--- src/img_settings.svh ---
`ifndef IMG_SETTINGS_SVH
`define IMG_SETTINGS_SVH

// Sensor frame geometry
`define IMG_WIDTH      16
`define IMG_HEIGHT     8
`define IMG_PIXELS     (`IMG_WIDTH * `IMG_HEIGHT)

// Readout stream layout, counted in 16-bit words
`define HEADER_WORDS   4
`define PADDING_WORDS  2

// Width of the highlight and shadow counters
`define STAT_WIDTH     18

// Thumbnail keeps the top-left THUMB_KEEP x THUMB_KEEP pixels of each group
`define THUMB_GROUP    8
`define THUMB_KEEP     2

// Statistics sample every STAT_GRID-th column and row
`define STAT_GRID      4

`endif

--- src/img_pkg.sv ---
`default_nettype none

`include "img_settings.svh"

package img_pkg;

    // Raw sensor sample
    typedef logic [11:0] pixel_t;

    // Frame buffer and readout word
    typedef logic [15:0] word_t;

    typedef logic [$clog2(`IMG_PIXELS)-1:0]   buf_addr_t;
    typedef logic [$clog2(`IMG_PIXELS+1)-1:0] pixel_count_t;
    typedef logic [`STAT_WIDTH-1:0]           stat_count_t;

    // First header word sits in the top 16 bits
    typedef logic [`HEADER_WORDS*16-1:0] header_t;

    // Second Fletcher sum above the first
    typedef logic [31:0] checksum_t;

    // Pixel position inside the frame
    typedef logic [$clog2(`IMG_WIDTH)-1:0]  col_t;
    typedef logic [$clog2(`IMG_HEIGHT)-1:0] row_t;

endpackage

`default_nettype wire

--- src/buf_if.sv ---
`default_nettype none

interface buf_if;
    import img_pkg::*;

    // Write side, one word per clock
    logic      wr_en;
    buf_addr_t wr_addr;
    word_t     wr_data;

    // Read side, data valid one cycle after the address
    buf_addr_t rd_addr;
    word_t     rd_data;

    modport writer (output wr_en, output wr_addr, output wr_data);

    modport reader (output rd_addr, input rd_data);

    modport mem (
        input  wr_en,
        input  wr_addr,
        input  wr_data,
        input  rd_addr,
        output rd_data
    );

endinterface

`default_nettype wire

--- src/fletcher32.sv ---
`default_nettype none

module fletcher32 (
    input  wire                 clk,
    input  wire                 rst_n,
    input  wire                 clear,
    input  wire                 en,
    input  wire img_pkg::word_t din,
    output img_pkg::checksum_t  sum
);
    import img_pkg::*;

    word_t sum_a;
    word_t sum_b;
    word_t next_a;
    word_t next_b;

    // Addition modulo 65535, operands already reduced except din
    function automatic word_t add_mod(input word_t x, input word_t y);
        logic [16:0] s;
        s = {1'b0, x} + {1'b0, y};
        if (s >= 17'd65535) begin
            s = s - 17'd65535;
        end
        return s[15:0];
    endfunction

    assign next_a = add_mod(sum_a, din);
    assign next_b = add_mod(sum_b, next_a);

    always_ff @(posedge clk or negedge rst_n) begin
        if (!rst_n) begin
            sum_a <= '0;
            sum_b <= '0;
        end else if (clear) begin
            sum_a <= '0;
            sum_b <= '0;
        end else if (en) begin
            sum_a <= next_a;
            sum_b <= next_b;
        end
    end

    assign sum = {sum_b, sum_a};

endmodule

`default_nettype wire

--- src/frame_capture.sv ---
`default_nettype none

`include "img_settings.svh"

module frame_capture (
    input  wire                   clk,
    input  wire                   rst_n,
    input  wire                   cmd_capture,
    input  wire                   cmd_skip_count,
    input  wire img_pkg::pixel_t  img_d,
    input  wire                   img_fv,
    input  wire                   img_lv,
    buf_if.writer                 bus,
    output logic                  capture_done,
    output img_pkg::pixel_count_t pixel_count,
    output img_pkg::stat_count_t  highlight_count,
    output img_pkg::stat_count_t  shadow_count
);
    import img_pkg::*;

    typedef enum logic [1:0] {
        ST_IDLE,
        ST_WAIT,
        ST_SKIP,
        ST_STORE
    } cap_state_t;

    cap_state_t state;
    logic       cap_prev;
    logic       cap_change;
    logic       skip_left;

    pixel_t     d_q;
    logic       fv_q;
    logic       lv_q;
    logic       fv_prev;
    logic       lv_prev;
    col_t       col;
    row_t       row;
    logic       frame_start;
    logic       stat_hit;
    logic [6:0] top_bits;

    // ========================================
    // Sensor input registers
    // ========================================
    always_ff @(posedge clk) begin
        d_q <= img_d;
    end

    // Column follows d_q, row advances on each falling line valid
    always_ff @(posedge clk or negedge rst_n) begin
        if (!rst_n) begin
            fv_q    <= 1'b0;
            lv_q    <= 1'b0;
            fv_prev <= 1'b0;
            lv_prev <= 1'b0;
            col     <= '0;
            row     <= '0;
        end else begin
            fv_q    <= img_fv;
            lv_q    <= img_lv;
            fv_prev <= fv_q;
            lv_prev <= lv_q;
            col     <= lv_q ? col + 1'b1 : '0;
            if (!fv_q) begin
                row <= '0;
            end else if (lv_prev && !lv_q) begin
                row <= row + 1'b1;
            end
        end
    end

    assign cap_change  = cmd_capture != cap_prev;
    assign frame_start = fv_q && !fv_prev;
    assign top_bits    = d_q[11:5];
    assign stat_hit    = ((int'(col) % `STAT_GRID) == 0) && ((int'(row) % `STAT_GRID) == 0);

    // Buffer write, low pixel byte first on the wire
    assign bus.wr_en   = (state == ST_STORE) && lv_q;
    assign bus.wr_addr = buf_addr_t'(pixel_count);
    assign bus.wr_data = {d_q[7:0], 4'b0000, d_q[11:8]};

    // ========================================
    // Capture FSM
    // ========================================
    // STORE is entered two cycles after frame valid rises,
    // so the first line must start later than that
    always_ff @(posedge clk or negedge rst_n) begin
        if (!rst_n) begin
            state           <= ST_IDLE;
            cap_prev        <= 1'b0;
            skip_left       <= 1'b0;
            capture_done    <= 1'b0;
            pixel_count     <= '0;
            highlight_count <= '0;
            shadow_count    <= '0;
        end else begin
            cap_prev <= cmd_capture;

            case (state)
                ST_IDLE: begin
                end
                ST_WAIT: begin
                    if (frame_start) begin
                        state <= ST_SKIP;
                    end
                end
                ST_SKIP: begin
                    skip_left <= skip_left - 1'b1;
                    state     <= skip_left ? ST_WAIT : ST_STORE;
                end
                ST_STORE: begin
                    if (lv_q) begin
                        pixel_count <= pixel_count + 1'b1;
                        if (stat_hit && top_bits == '1) begin
                            highlight_count <= highlight_count + 1'b1;
                        end
                        if (stat_hit && top_bits == '0) begin
                            shadow_count <= shadow_count + 1'b1;
                        end
                    end
                    if (!fv_q) begin
                        capture_done <= ~capture_done;
                        state        <= ST_IDLE;
                    end
                end
                default: state <= ST_IDLE;
            endcase

            // A new command restarts even a capture in progress
            if (cap_change) begin
                pixel_count     <= '0;
                highlight_count <= '0;
                shadow_count    <= '0;
                skip_left       <= cmd_skip_count;
                state           <= ST_WAIT;
            end
        end
    end

    // A frame longer than the buffer would wrap onto stored pixels
    a_wr_in_range: assert property (
        @(posedge clk) disable iff (!rst_n)
        bus.wr_en |-> pixel_count < pixel_count_t'(`IMG_PIXELS)
    ) else $error("frame_capture: write beyond frame buffer");

endmodule

`default_nettype wire

--- src/frame_buffer.sv ---
`default_nettype none

`include "img_settings.svh"

module frame_buffer (
    input  wire clk,
    buf_if.mem  bus
);
    import img_pkg::*;

    // One word per pixel, raster order
    word_t mem [`IMG_PIXELS];

    always_ff @(posedge clk) begin
        if (bus.wr_en) begin
            mem[bus.wr_addr] <= bus.wr_data;
        end
        // Registered read, no enable
        bus.rd_data <= mem[bus.rd_addr];
    end

endmodule

`default_nettype wire

--- src/readout_sequencer.sv ---
`default_nettype none

`include "img_settings.svh"

module readout_sequencer (
    input  wire                   clk,
    input  wire                   rst_n,
    input  wire                   cmd_readout,
    input  wire img_pkg::header_t cmd_header,
    input  wire                   cmd_thumb,
    input  wire                   readout_trigger,
    buf_if.reader                 bus,
    output logic                  readout_ready,
    output img_pkg::word_t        readout_data
);
    import img_pkg::*;

    // Checksum word 0 goes straight to the output, the rest shift out
    localparam int TAIL_WORDS  = 2 + `PADDING_WORDS;
    localparam int SHIFT_WORDS = (`HEADER_WORDS > TAIL_WORDS) ? `HEADER_WORDS : TAIL_WORDS;
    localparam int SHIFT_BITS  = SHIFT_WORDS * 16;

    typedef logic [SHIFT_BITS-1:0]              shift_t;
    typedef logic [$clog2(SHIFT_WORDS+1)-1:0]   shift_cnt_t;

    typedef enum logic [2:0] {
        ST_IDLE,
        ST_HEADER,
        ST_PIXEL,
        ST_CSUM,
        ST_TAIL
    } seq_state_t;

    seq_state_t   state;
    logic         ro_prev;
    logic         ro_change;
    logic         thumb_q;
    shift_t       shift_sr;
    shift_cnt_t   shift_cnt;
    logic         shift_step;
    logic         csum_load;
    checksum_t    csum;

    pixel_count_t rd_ptr;
    logic         rd_valid;
    logic         hold_valid;
    word_t        hold_data;
    logic         keep;
    logic         ptr_done;
    logic         load;
    logic         consume;
    logic         issue;
    logic         advance;
    logic         xfer;

    assign ro_change = cmd_readout != ro_prev;

    // Output register may take a new word when empty or being drained
    assign load = !readout_ready || readout_trigger;
    assign xfer = readout_ready && readout_trigger;

    assign shift_step = (state == ST_HEADER || state == ST_TAIL) && load && shift_cnt != '0;
    assign csum_load  = (state == ST_CSUM) && !readout_ready;

    // ========================================
    // Checksum over transferred words
    // ========================================
    fletcher32 u_fletcher (
        .clk   (clk),
        .rst_n (rst_n),
        .clear (ro_change),
        .en    (xfer),
        .din   ({readout_data[7:0], readout_data[15:8]}),
        .sum   (csum)
    );

    // ========================================
    // Pixel fetch
    // ========================================
    always_comb begin
        int col_i;
        int row_i;
        col_i = int'(rd_ptr) % `IMG_WIDTH;
        row_i = int'(rd_ptr) / `IMG_WIDTH;
        keep  = !thumb_q || ((col_i % `THUMB_GROUP) < `THUMB_KEEP &&
                             (row_i % `THUMB_GROUP) < `THUMB_KEEP);
    end

    assign ptr_done    = rd_ptr == pixel_count_t'(`IMG_PIXELS);
    assign bus.rd_addr = buf_addr_t'(rd_ptr);

    // At most one word waits behind the output register, returning or held
    assign consume = (state == ST_PIXEL) && load && (hold_valid || rd_valid);
    assign issue   = (state == ST_PIXEL) && !ptr_done && keep &&
                     (!(hold_valid || rd_valid) || consume);

    // Dropped thumbnail addresses are passed over one per cycle
    assign advance = (state == ST_PIXEL) && !ptr_done && (!keep || issue);

    always_ff @(posedge clk) begin
        if (rd_valid && !load) begin
            hold_data <= bus.rd_data;
        end
        if (ro_change) begin
            shift_sr <= shift_t'(cmd_header) << (SHIFT_BITS - `HEADER_WORDS * 16);
        end else if (csum_load) begin
            shift_sr <= shift_t'({csum[23:16], csum[31:24]}) << (SHIFT_BITS - 16);
        end else if (shift_step) begin
            shift_sr <= shift_sr << 16;
        end
    end

    // ========================================
    // Sequencer FSM
    // ========================================
    always_ff @(posedge clk or negedge rst_n) begin
        if (!rst_n) begin
            state         <= ST_IDLE;
            ro_prev       <= 1'b0;
            thumb_q       <= 1'b0;
            shift_cnt     <= '0;
            rd_ptr        <= '0;
            rd_valid      <= 1'b0;
            hold_valid    <= 1'b0;
            readout_ready <= 1'b0;
            readout_data  <= '0;
        end else begin
            ro_prev  <= cmd_readout;
            rd_valid <= issue;
            if (advance) begin
                rd_ptr <= rd_ptr + 1'b1;
            end

            case (state)
                ST_IDLE: begin
                end
                ST_HEADER, ST_TAIL: begin
                    if (shift_step) begin
                        readout_data  <= shift_sr[SHIFT_BITS-1 -: 16];
                        readout_ready <= 1'b1;
                        shift_cnt     <= shift_cnt - 1'b1;
                    end else if (load) begin
                        readout_ready <= 1'b0;
                        state         <= (state == ST_HEADER) ? ST_PIXEL : ST_IDLE;
                    end
                end
                ST_PIXEL: begin
                    if (load) begin
                        readout_ready <= hold_valid || rd_valid;
                    end
                    if (consume) begin
                        readout_data <= hold_valid ? hold_data : bus.rd_data;
                    end
                    if (rd_valid && !load) begin
                        hold_valid <= 1'b1;
                    end else if (hold_valid && load) begin
                        hold_valid <= 1'b0;
                    end
                    if (ptr_done && !rd_valid && !hold_valid) begin
                        state <= ST_CSUM;
                    end
                end
                ST_CSUM: begin
                    // Sum is final once the last pixel has left
                    if (!readout_ready) begin
                        readout_data  <= {csum[7:0], csum[15:8]};
                        readout_ready <= 1'b1;
                        shift_cnt     <= shift_cnt_t'(TAIL_WORDS - 1);
                        state         <= ST_TAIL;
                    end else if (readout_trigger) begin
                        readout_ready <= 1'b0;
                    end
                end
                default: state <= ST_IDLE;
            endcase

            if (ro_change) begin
                thumb_q       <= cmd_thumb;
                shift_cnt     <= shift_cnt_t'(`HEADER_WORDS);
                rd_ptr        <= '0;
                rd_valid      <= 1'b0;
                hold_valid    <= 1'b0;
                readout_ready <= 1'b0;
                state         <= ST_HEADER;
            end
        end
    end

    // Back-pressure holds the offered word across all phases
    a_stall_hold: assert property (
        @(posedge clk) disable iff (!rst_n)
        readout_ready && !readout_trigger && !ro_change
            |=> readout_ready && $stable(readout_data)
    ) else $error("readout_sequencer: word changed under back-pressure");

endmodule

`default_nettype wire

--- src/img_controller.sv ---
`default_nettype none

module img_controller (
    input  wire                   clk,
    input  wire                   rst_n,

    // Host commands
    input  wire                   cmd_capture,
    input  wire                   cmd_readout,
    input  wire                   cmd_skip_count,
    input  wire img_pkg::header_t cmd_header,
    input  wire                   cmd_thumb,

    // Sensor port
    input  wire img_pkg::pixel_t  img_d,
    input  wire                   img_fv,
    input  wire                   img_lv,

    // Readout stream
    input  wire                   readout_trigger,
    output logic                  readout_ready,
    output img_pkg::word_t        readout_data,

    // Capture status
    output logic                  capture_done,
    output img_pkg::pixel_count_t pixel_count,
    output img_pkg::stat_count_t  highlight_count,
    output img_pkg::stat_count_t  shadow_count
);

    buf_if frame_bus ();

    frame_capture u_capture (
        .clk             (clk),
        .rst_n           (rst_n),
        .cmd_capture     (cmd_capture),
        .cmd_skip_count  (cmd_skip_count),
        .img_d           (img_d),
        .img_fv          (img_fv),
        .img_lv          (img_lv),
        .bus             (frame_bus),
        .capture_done    (capture_done),
        .pixel_count     (pixel_count),
        .highlight_count (highlight_count),
        .shadow_count    (shadow_count)
    );

    frame_buffer u_buffer (
        .clk (clk),
        .bus (frame_bus)
    );

    readout_sequencer u_readout (
        .clk             (clk),
        .rst_n           (rst_n),
        .cmd_readout     (cmd_readout),
        .cmd_header      (cmd_header),
        .cmd_thumb       (cmd_thumb),
        .readout_trigger (readout_trigger),
        .bus             (frame_bus),
        .readout_ready   (readout_ready),
        .readout_data    (readout_data)
    );

endmodule

`default_nettype wire

--- config.mk ---
export PLATFORM = sky130hd
export DESIGN_NAME = img_controller
export DESIGN_NICKNAME = d
export VERILOG_FILES = /design/src/img_pkg.sv /design/src/buf_if.sv /design/src/fletcher32.sv /design/src/frame_capture.sv /design/src/frame_buffer.sv /design/src/readout_sequencer.sv /design/src/img_controller.sv
export VERILOG_INCLUDE_DIRS = /design/src
export SDC_FILE = /design/constraint.sdc
export NUM_CORES = 2
export LEC_CHECK = 0
export ABC_AREA = 1
export BUFFER_PORTS_ARGS = -buffer_cell sky130_fd_sc_hd__buf_2
export CORE_MARGIN = 3
export CORE_UTILIZATION = 35
export DETAILED_ROUTE_END_ITERATION = 16
export PLACE_DENSITY_LB_ADDON = 0.3
export SETUP_SLACK_MARGIN = 0.02
export SLEW_MARGIN = 30
export SYNTH_ARGS = -nofsm -noshare
export SYNTH_HDL_FRONTEND = slang
export SYNTH_SLANG_ARGS = --single-unit
export TNS_END_PERCENT = 5
--- constraint.sdc ---
create_clock -name clk -period 5.5 [get_ports clk]
set_clock_uncertainty 0.1 [all_clocks]
set_input_delay 1.1 -clock clk [delete_from_list [all_inputs] [get_ports clk]]
set_output_delay 1.1 -clock clk [all_outputs]
set_load 0.05 [all_outputs]
### Word-level counts from Yosys, hierarchy flattened

Memories as Yosys holds them, arrays and structs flattened. A register that Yosys moved wholly into a read port is not among the register bits.
Index checks and enable logic that the tools add are counted.

| word-level totals | value |
|---|---|
| flip-flop bits (word level) | 235 |
| latch bits | 0 |
| RAM bits | 1536 |
| memory bits (read-only) | 0 |
| bits of input ports | 85 |
| output and inout port bits | 62 |
| word-level logic and storage cells | 201 |
| memories | 1 |

| operators by class | value |
|---|---|
| add/subtract/negate cells | 12 |
| $mul | 0 |
| div/mod/pow operators | 0 |
| order comparisons | 4 |
| equal/unequal tests | 25 |
| shift operators | 0 |
| mux-type cells | 62 |
| bitwise logic cells | 2 |
| reduce and logical (&&, ||, !) cells | 67 |

Memories:

| name | depth | width | rd ports | clocked after Yosys merged registers in | write ports | RTL line | text |
|---|---|---|---|---|---|---|---|
| u_buffer.mem | 128 | 12 | 1 | 1 | 1 | frame_buffer.sv:12 | `` word_t mem [`IMG_PIXELS]; `` |

Operator list:

| cell | number |
|---|---|
| 2-to-1 mux 64 bit | 3 |
| 2-to-1 mux 16 bit | 10 |
| 2-to-1 mux 18 bit | 8 |
| logical NOT 32 bit | 2 |
| case mux 16 bit (3 select lines) | 1 |
| 2-to-1 mux 8 bit | 5 |
| adder 18 x 1 -> 18 bit (second input constant) | 2 |
| adder 16 x 16 -> 17 bit | 2 |
| greater-or-equal comparator 17 x 16 -> 1 bit (second input constant) | 2 |
| subtractor 16 bit (second input constant) | 2 |
| 2-to-1 mux 3 bit | 10 |
| logical AND 1 bit | 21 |
| adder 8 x 1 -> 8 bit (second input constant) | 2 |
| nonzero test 2 bit | 8 |
| 2-to-1 mux 1 bit | 15 |
| AND reduction 3 bit | 5 |
| nonzero test 3 bit | 5 |
| inequality test 3 x 1 -> 1 bit (second input constant) | 4 |
| case mux 3 bit (4 select lines) | 1 |
| logical NOT 1 bit | 10 |
| 2-to-1 mux 2 bit | 5 |
| inequality test 3 x 2 -> 1 bit (second input constant) | 3 |
| equality test 8 bit (second input constant) | 1 |
| nonzero test 4 bit | 2 |
| other kinds (28) | 43 |

### Longest topological paths before layout

| depth | value |
|---|---|
| depth in word-level cells | 10 |
| mapped depth | 42 |
| depth with buffers taken out | 40 |

### By module

From an unflattened synthesis, not the netlist that was laid out.

| second synthesis, totals | value |
|---|---|
| cells, all modules | 8641 |
| area, all modules | 96915.4 µm² |

Modules (own cells, without submodules):

| module | instances | cells each | area each (µm²) | seq. area each (µm²) |
|---|---|---|---|---|
| frame_buffer | 1 | 6793 | 82828.2 | 61819.3 |
| readout_sequencer | 1 | 574 | 5524.0 | 3278.1 |
| fletcher32 | 1 | 814 | 4936.0 | 800.8 |
| frame_capture | 1 | 460 | 3627.2 | 1666.6 |

### Least setup slack after synthesis

OpenSTA, ideal clock, no wires.

| path | value |
|---|---|
| path type | reg2reg |
| start point | register u_readout.readout_data[8] |
| end point | register u_readout.u_fletcher.sum_b[9] |
| library setup time | 119 ps |
| arrival | 5060 ps |
| data required time | 5281 ps |
| slack | 222 ps |
| cell stages (with the launch flop) | 39 |
| buffers on the path | 1 |
| period minus slack after synthesis | 5278 ps |
| cell sequence | dfrtp_1 ha_1 inv_1 fa_1 inv_1 ha_1 inv_1 nor2_1 nand3_2 nor2_1 nand2_2 nor2_4 nand2_2 nor2_2 nand2_1 nand2_2 inv_4 nand2_4 [3 not listed] inv_1 fa_1 inv_1 ha_1 inv_1 nor2_2 nand3_1 nor2_1 nand2_1 nor2_2 nand2_1 nor2_2 nand2_2 nand3_4 buf_6 nand3_1 nand3_1 nand2_1 |

| on the way | value |
|---|---|
| word-level cells in the longest chain between the ends | 8 |
| elaborated cells between the ends (all ways) | 10 |
| classes of those cells | add/sub (4); order compare (2); mux (4) |

RTL lines:

| element | RTL line | text |
|---|---|---|
| start, declared | readout_sequencer.sv:14 | `output img_pkg::word_t readout_data` |
| start signal, assigned | readout_sequencer.sv:139 | `readout_data <= shift_sr[SHIFT_BITS-1 -: 16];` |
| start signal, assigned | readout_sequencer.sv:152 | `readout_data <= hold_valid ? hold_data : bus.rd_data;` |
| start signal, assigned | readout_sequencer.sv:166 | `readout_data <= {csum[7:0], csum[15:8]};` |
| adder 16 x 16 -> 17 bit (*) | fletcher32.sv:21 | `s = {1'b0, x} + {1'b0, y};` |
| subtractor 16 bit / greater-or-equal comparator 17 x 16 -> 1 bit (equally long branches) | fletcher32.sv:23, fletcher32.sv:22 |  |
| 2-to-1 mux 16 bit (*) | fletcher32.sv:22 | `if (s >= 17'd65535) begin` |
| adder 16 x 16 -> 17 bit (*) | fletcher32.sv:21 |  |
| subtractor 16 bit / greater-or-equal comparator 17 x 16 -> 1 bit (equally long branches) | fletcher32.sv:23, fletcher32.sv:22 |  |
| 2-to-1 mux 16 bit (*) | fletcher32.sv:22 |  |
| 2-to-1 mux 16 bit (*) | fletcher32.sv:38 | `end else if (en) begin` |
| 2-to-1 mux 16 bit (*) | fletcher32.sv:35 | `end else if (clear) begin` |
| end signal, assigned | fletcher32.sv:40 | `sum_b <= next_b;` |
| end, declared | fletcher32.sv:14 | `word_t sum_b;` |

Every way passes the cells marked *; elsewhere a longest branch is shown, timed or not. The select of a mux whose other input is x is not followed.
A chain may end at the register's enable or synchronous reset.

### Worst setup path after layout

| path | value |
|---|---|
| start point | register u_readout.u_fletcher.sum_a[0] |
| end point | register u_readout.u_fletcher.sum_b[9] |

| on the way | value |
|---|---|
| word-level cells in the longest chain between the ends | 8 |
| elaborated cells between the ends (all ways) | 10 |
| classes of those cells | add/sub (4); order compare (2); mux (4) |

RTL lines:

| element | RTL line | text |
|---|---|---|
| start, declared | fletcher32.sv:13 | `word_t sum_a;` |
| start signal, assigned | fletcher32.sv:39 | `sum_a <= next_a;` |
| adder 16 x 16 -> 17 bit (*) | fletcher32.sv:21 |  |
| subtractor 16 bit / greater-or-equal comparator 17 x 16 -> 1 bit (equally long branches) | fletcher32.sv:23, fletcher32.sv:22 |  |
| 2-to-1 mux 16 bit (*) | fletcher32.sv:22 |  |
| adder 16 x 16 -> 17 bit (*) | fletcher32.sv:21 |  |
| subtractor 16 bit / greater-or-equal comparator 17 x 16 -> 1 bit (equally long branches) | fletcher32.sv:23, fletcher32.sv:22 |  |
| 2-to-1 mux 16 bit (*) | fletcher32.sv:22 |  |
| 2-to-1 mux 16 bit (*) | fletcher32.sv:38 |  |
| 2-to-1 mux 16 bit (*) | fletcher32.sv:35 |  |

Marked as above.

==> reports/metrics.yaml <==
reg2reg_slack_ns: 0.34
grt_usage_pct: 19.27
synth_compound_area_share_pct: 11.95
syn-mean-instance-area_um2: 11.90
path_max_fanout: 6
tightest_slew_ns: 1.181
postRouteAntennaNets: 0
avgViaCountPerCell: 5.361
hpwl_mm: 128.2
clk_path_buf_depth: 3
relSlewSlack_pct: 20.98
drv_slew: 0
fmax_mhz: 193.7
num_vias: 49750
critical_path_buf_inv_count: 5
die_y_um: 463.4
cts_buffers: 180
grt_start_max_net_pins: 144
area_growth_pct: 14.61
rows: 167
crit_arrival_ns: 5.76
final.setup.worst_slack_ns: 0.3365
synth_seq_cells: 1760
layout_commonest_cell: "edfxtp_1"
cts_sinks: 1760
criticalPathCategory: "register to register"
crit_start: "u_readout.u_fletcher.sum_a[0]$_DFFE_PN0P_"
antenna_cells: 0
grt-ovfl-total: 0
place_congestion: 0.8684
synth_top_family_by_area: "simple AND/OR/NAND/NOR gates"
dr.first_iter.drc_count: 5341
place_ws_ns: 0.09166
htree_levels: 4
ios: 147
final_util_pct: 40.45
setup_violations: 0
core_um2: 207500
max_stage_delay_ns: 0.44
post-route-period-util_pct: 93.88
ys_warn_count: 0
ctsRootBufferMaster: "clkbuf_16"
synth-xor-area-share_pct: 0.1999
cts_tree: "built"
io_buffers: 146
ir_drop_v: 0.0003046
fin_nets: 6475
critPathTopFamily: "simple AND/OR/NAND/NOR gates"
muxShareOfSynthArea_pct: 0.04613
drive_above_1_share_pct: 12.22
grt_pass1_vias: 47380
dr.pass1.iters: 6
hold_viol: 0
whs_ns: 0.1842
synth-simple-area-share_pct: 12.50
r2r-start: "u_readout.u_fletcher.sum_a[0]$_DFFE_PN0P_"
r2r_end: "u_readout.u_fletcher.sum_b[9]$_DFFE_PN0P_"
routedWlPerCell_um: 22.99
grt_first_pass_wirelength_mm: 315.5
yosysSeqAreaShare_pct: 71.00
fillers: 19510
start_util_pct: 35.29
synthAdderAreaFrac_pct: 0.9090
wl_mm: 213.3
antenna_found_initial: 2
reg2regPathDepth: 34
synthFlopType: "edfxtp_1"
syn_area_um2: 73230
synth_edf_count: 1612
die_area_um2: 214700
cp_data_required_time_ns: 6.09
async_flop_share_pct: 7.045
end_kind: "register"
p_leak_nw: 29.24
outcome: "finished, final reports clean"
multi_input_area_um2: 19040
seq_area_um2: 52050
power_density_nw_per_um2: 406.9
cpMaxStageDelayCell: "fa_2"
clk_latency_ns: 0.82
min-delay-path-class: "primary input to asynchronous set/reset pin"
die_w_um: 463.4
clkTransAtPathRegs_ns: 0.06
most-common-layout-cells: "edfxtp_1, nor2_1, o21ai_0"
cp-start-kind: "register"
synth_cells: 6154
synth_fp_nets: 6291
post-route-drc-count: 0
yosysUniqueCellTypes: 57
drv_cap: 0
total_power_mw: 34.15
post-route-min-period_ns: 5.163
metrics by stage:
step	instance area [um2]	setup TNS, ns	cells
floorplan	73230	0	6154
global placement	77910	0	8933
detailed placement	78040	0	8935
CTS	83720	0	9270
global route	83930	-0.2128	9279
finish	83930	0	9279
routing by layer:
| metal | up-vias | GRT usage [%] | share of wire [%] |
|---|---|---|---|
| met2 | 1869 | 30.73 | 47 |
| met4 | 0 | 5.347 | 2.6 |
| met5 | - | 0 | 0 |
| met3 | 312 | 3.115 | 7.0 |
| met1 | 24810 | 27.27 | 44 |
| li1 | 22760 | - | - |
layout make-up:
cell class | count | share of cell area [%]
multi-input combinational | 3761 | 22.69
clock buffer | 241 | 5.738
inverter | 270 | 1.237
clock inverter | 94 | 1.036
sequential | 1760 | 62.02
tap | 2788 | 4.156
timing repair buffer | 365 | 3.128
cells in the mapped netlist, types with 4 or more instances:
cell / instances / area (um2)
nand4_1: 60 / 375.4
o221ai_1: 105 / 919.6
a31oi_1: 12 / 75.07
nor2_1: 1091 / 4095
a21oi_1: 96 / 480.5
xnor2_1: 5 / 43.79
nand2_4: 13 / 146.4
a41oi_1: 11 / 96.34
edfxtp_1: 1612 / 48410
a22o_1: 37 / 324.1
clkbuf_1: 308 / 1156
inv_2: 6 / 22.52
nand2_2: 20 / 125.1
dfrtp_1: 124 / 3103
nand2_1: 683 / 2564
o211ai_1: 91 / 683.2
nand3_2: 21 / 210.2
buf_1: 7 / 26.28
a211oi_1: 4 / 30.03
and2_1: 9 / 56.30
clkinv_1: 5 / 18.77
nand3_1: 205 / 1026
o21ai_0: 846 / 4234
o21ai_1: 4 / 20.02
o31ai_1: 17 / 127.6
dfxtp_1: 24 / 480.5
xor2_1: 8 / 70.07
nor3_1: 53 / 265.3
ha_1: 50 / 625.6
o2111ai_1: 6 / 52.55
buf_2: 47 / 235.2
inv_1: 258 / 968.4
o22ai_1: 266 / 1664
nor2_2: 11 / 68.82
power breakdown:
group	total (mW)	leakage, nW	switching, mW	internal, mW
logic	6.84	10.1	4.87	1.97
registers	15.5	16.4	0.387	15.1
clock network	11.8	2.75	5.23	6.57
total	34.1	29.2	10.5	23.7
worst max path at each step:
stage	depth (start not counted)	end	slack (ns)
floorplan	38	u_readout.u_fletcher.sum_b[9]$_DFFE_PN0P_	0.22
global placement	37	u_readout.u_fletcher.sum_b[8]$_DFFE_PN0P_	0.03
detailed placement	37	u_readout.u_fletcher.sum_b[3]$_DFFE_PN0P_	0.09
CTS	37	u_readout.u_fletcher.sum_b[1]$_DFFE_PN0P_	0.05
global route	38	u_readout.u_fletcher.sum_b[2]$_DFFE_PN0P_	-0.03
finish	34	u_readout.u_fletcher.sum_b[9]$_DFFE_PN0P_	0.34
kinds of logic (layout without fill, tap and decap cells):
group,Yosys count,count (layout)
AO/OA/AOI/OAI,1500,1500
XOR/XNOR,15,15
adder cells (fa/ha/maj),52,52
buffers and inverters,637,970
flip-flops,1760,1760
multiplexers,3,3
AND/OR/NAND/NOR,2187,2191
state kept, by name, indices dropped and copies added, names as in the netlist, 8 cells and up:
name / count
u_readout.hold_data: 12
u_buffer.mem: 1536
u_readout.shift_sr: 64
u_readout.u_fletcher.sum_b: 16
u_readout.readout_data: 16
u_capture.d_q: 12
u_readout.rd_ptr: 8
u_capture.shadow_count: 18
u_capture.pixel_count: 8
u_buffer.bus.rd_data: 12
u_readout.u_fletcher.sum_a: 16
u_capture.highlight_count: 18
repair_timing:
item | in CTS | in global routing
setup endpoints to repair | 0 | 16
setup buffers | 0 | 5
hold buffers | 0 | 0
gates resized for setup | 0 | 33
(Power assumes the default switching activity.)
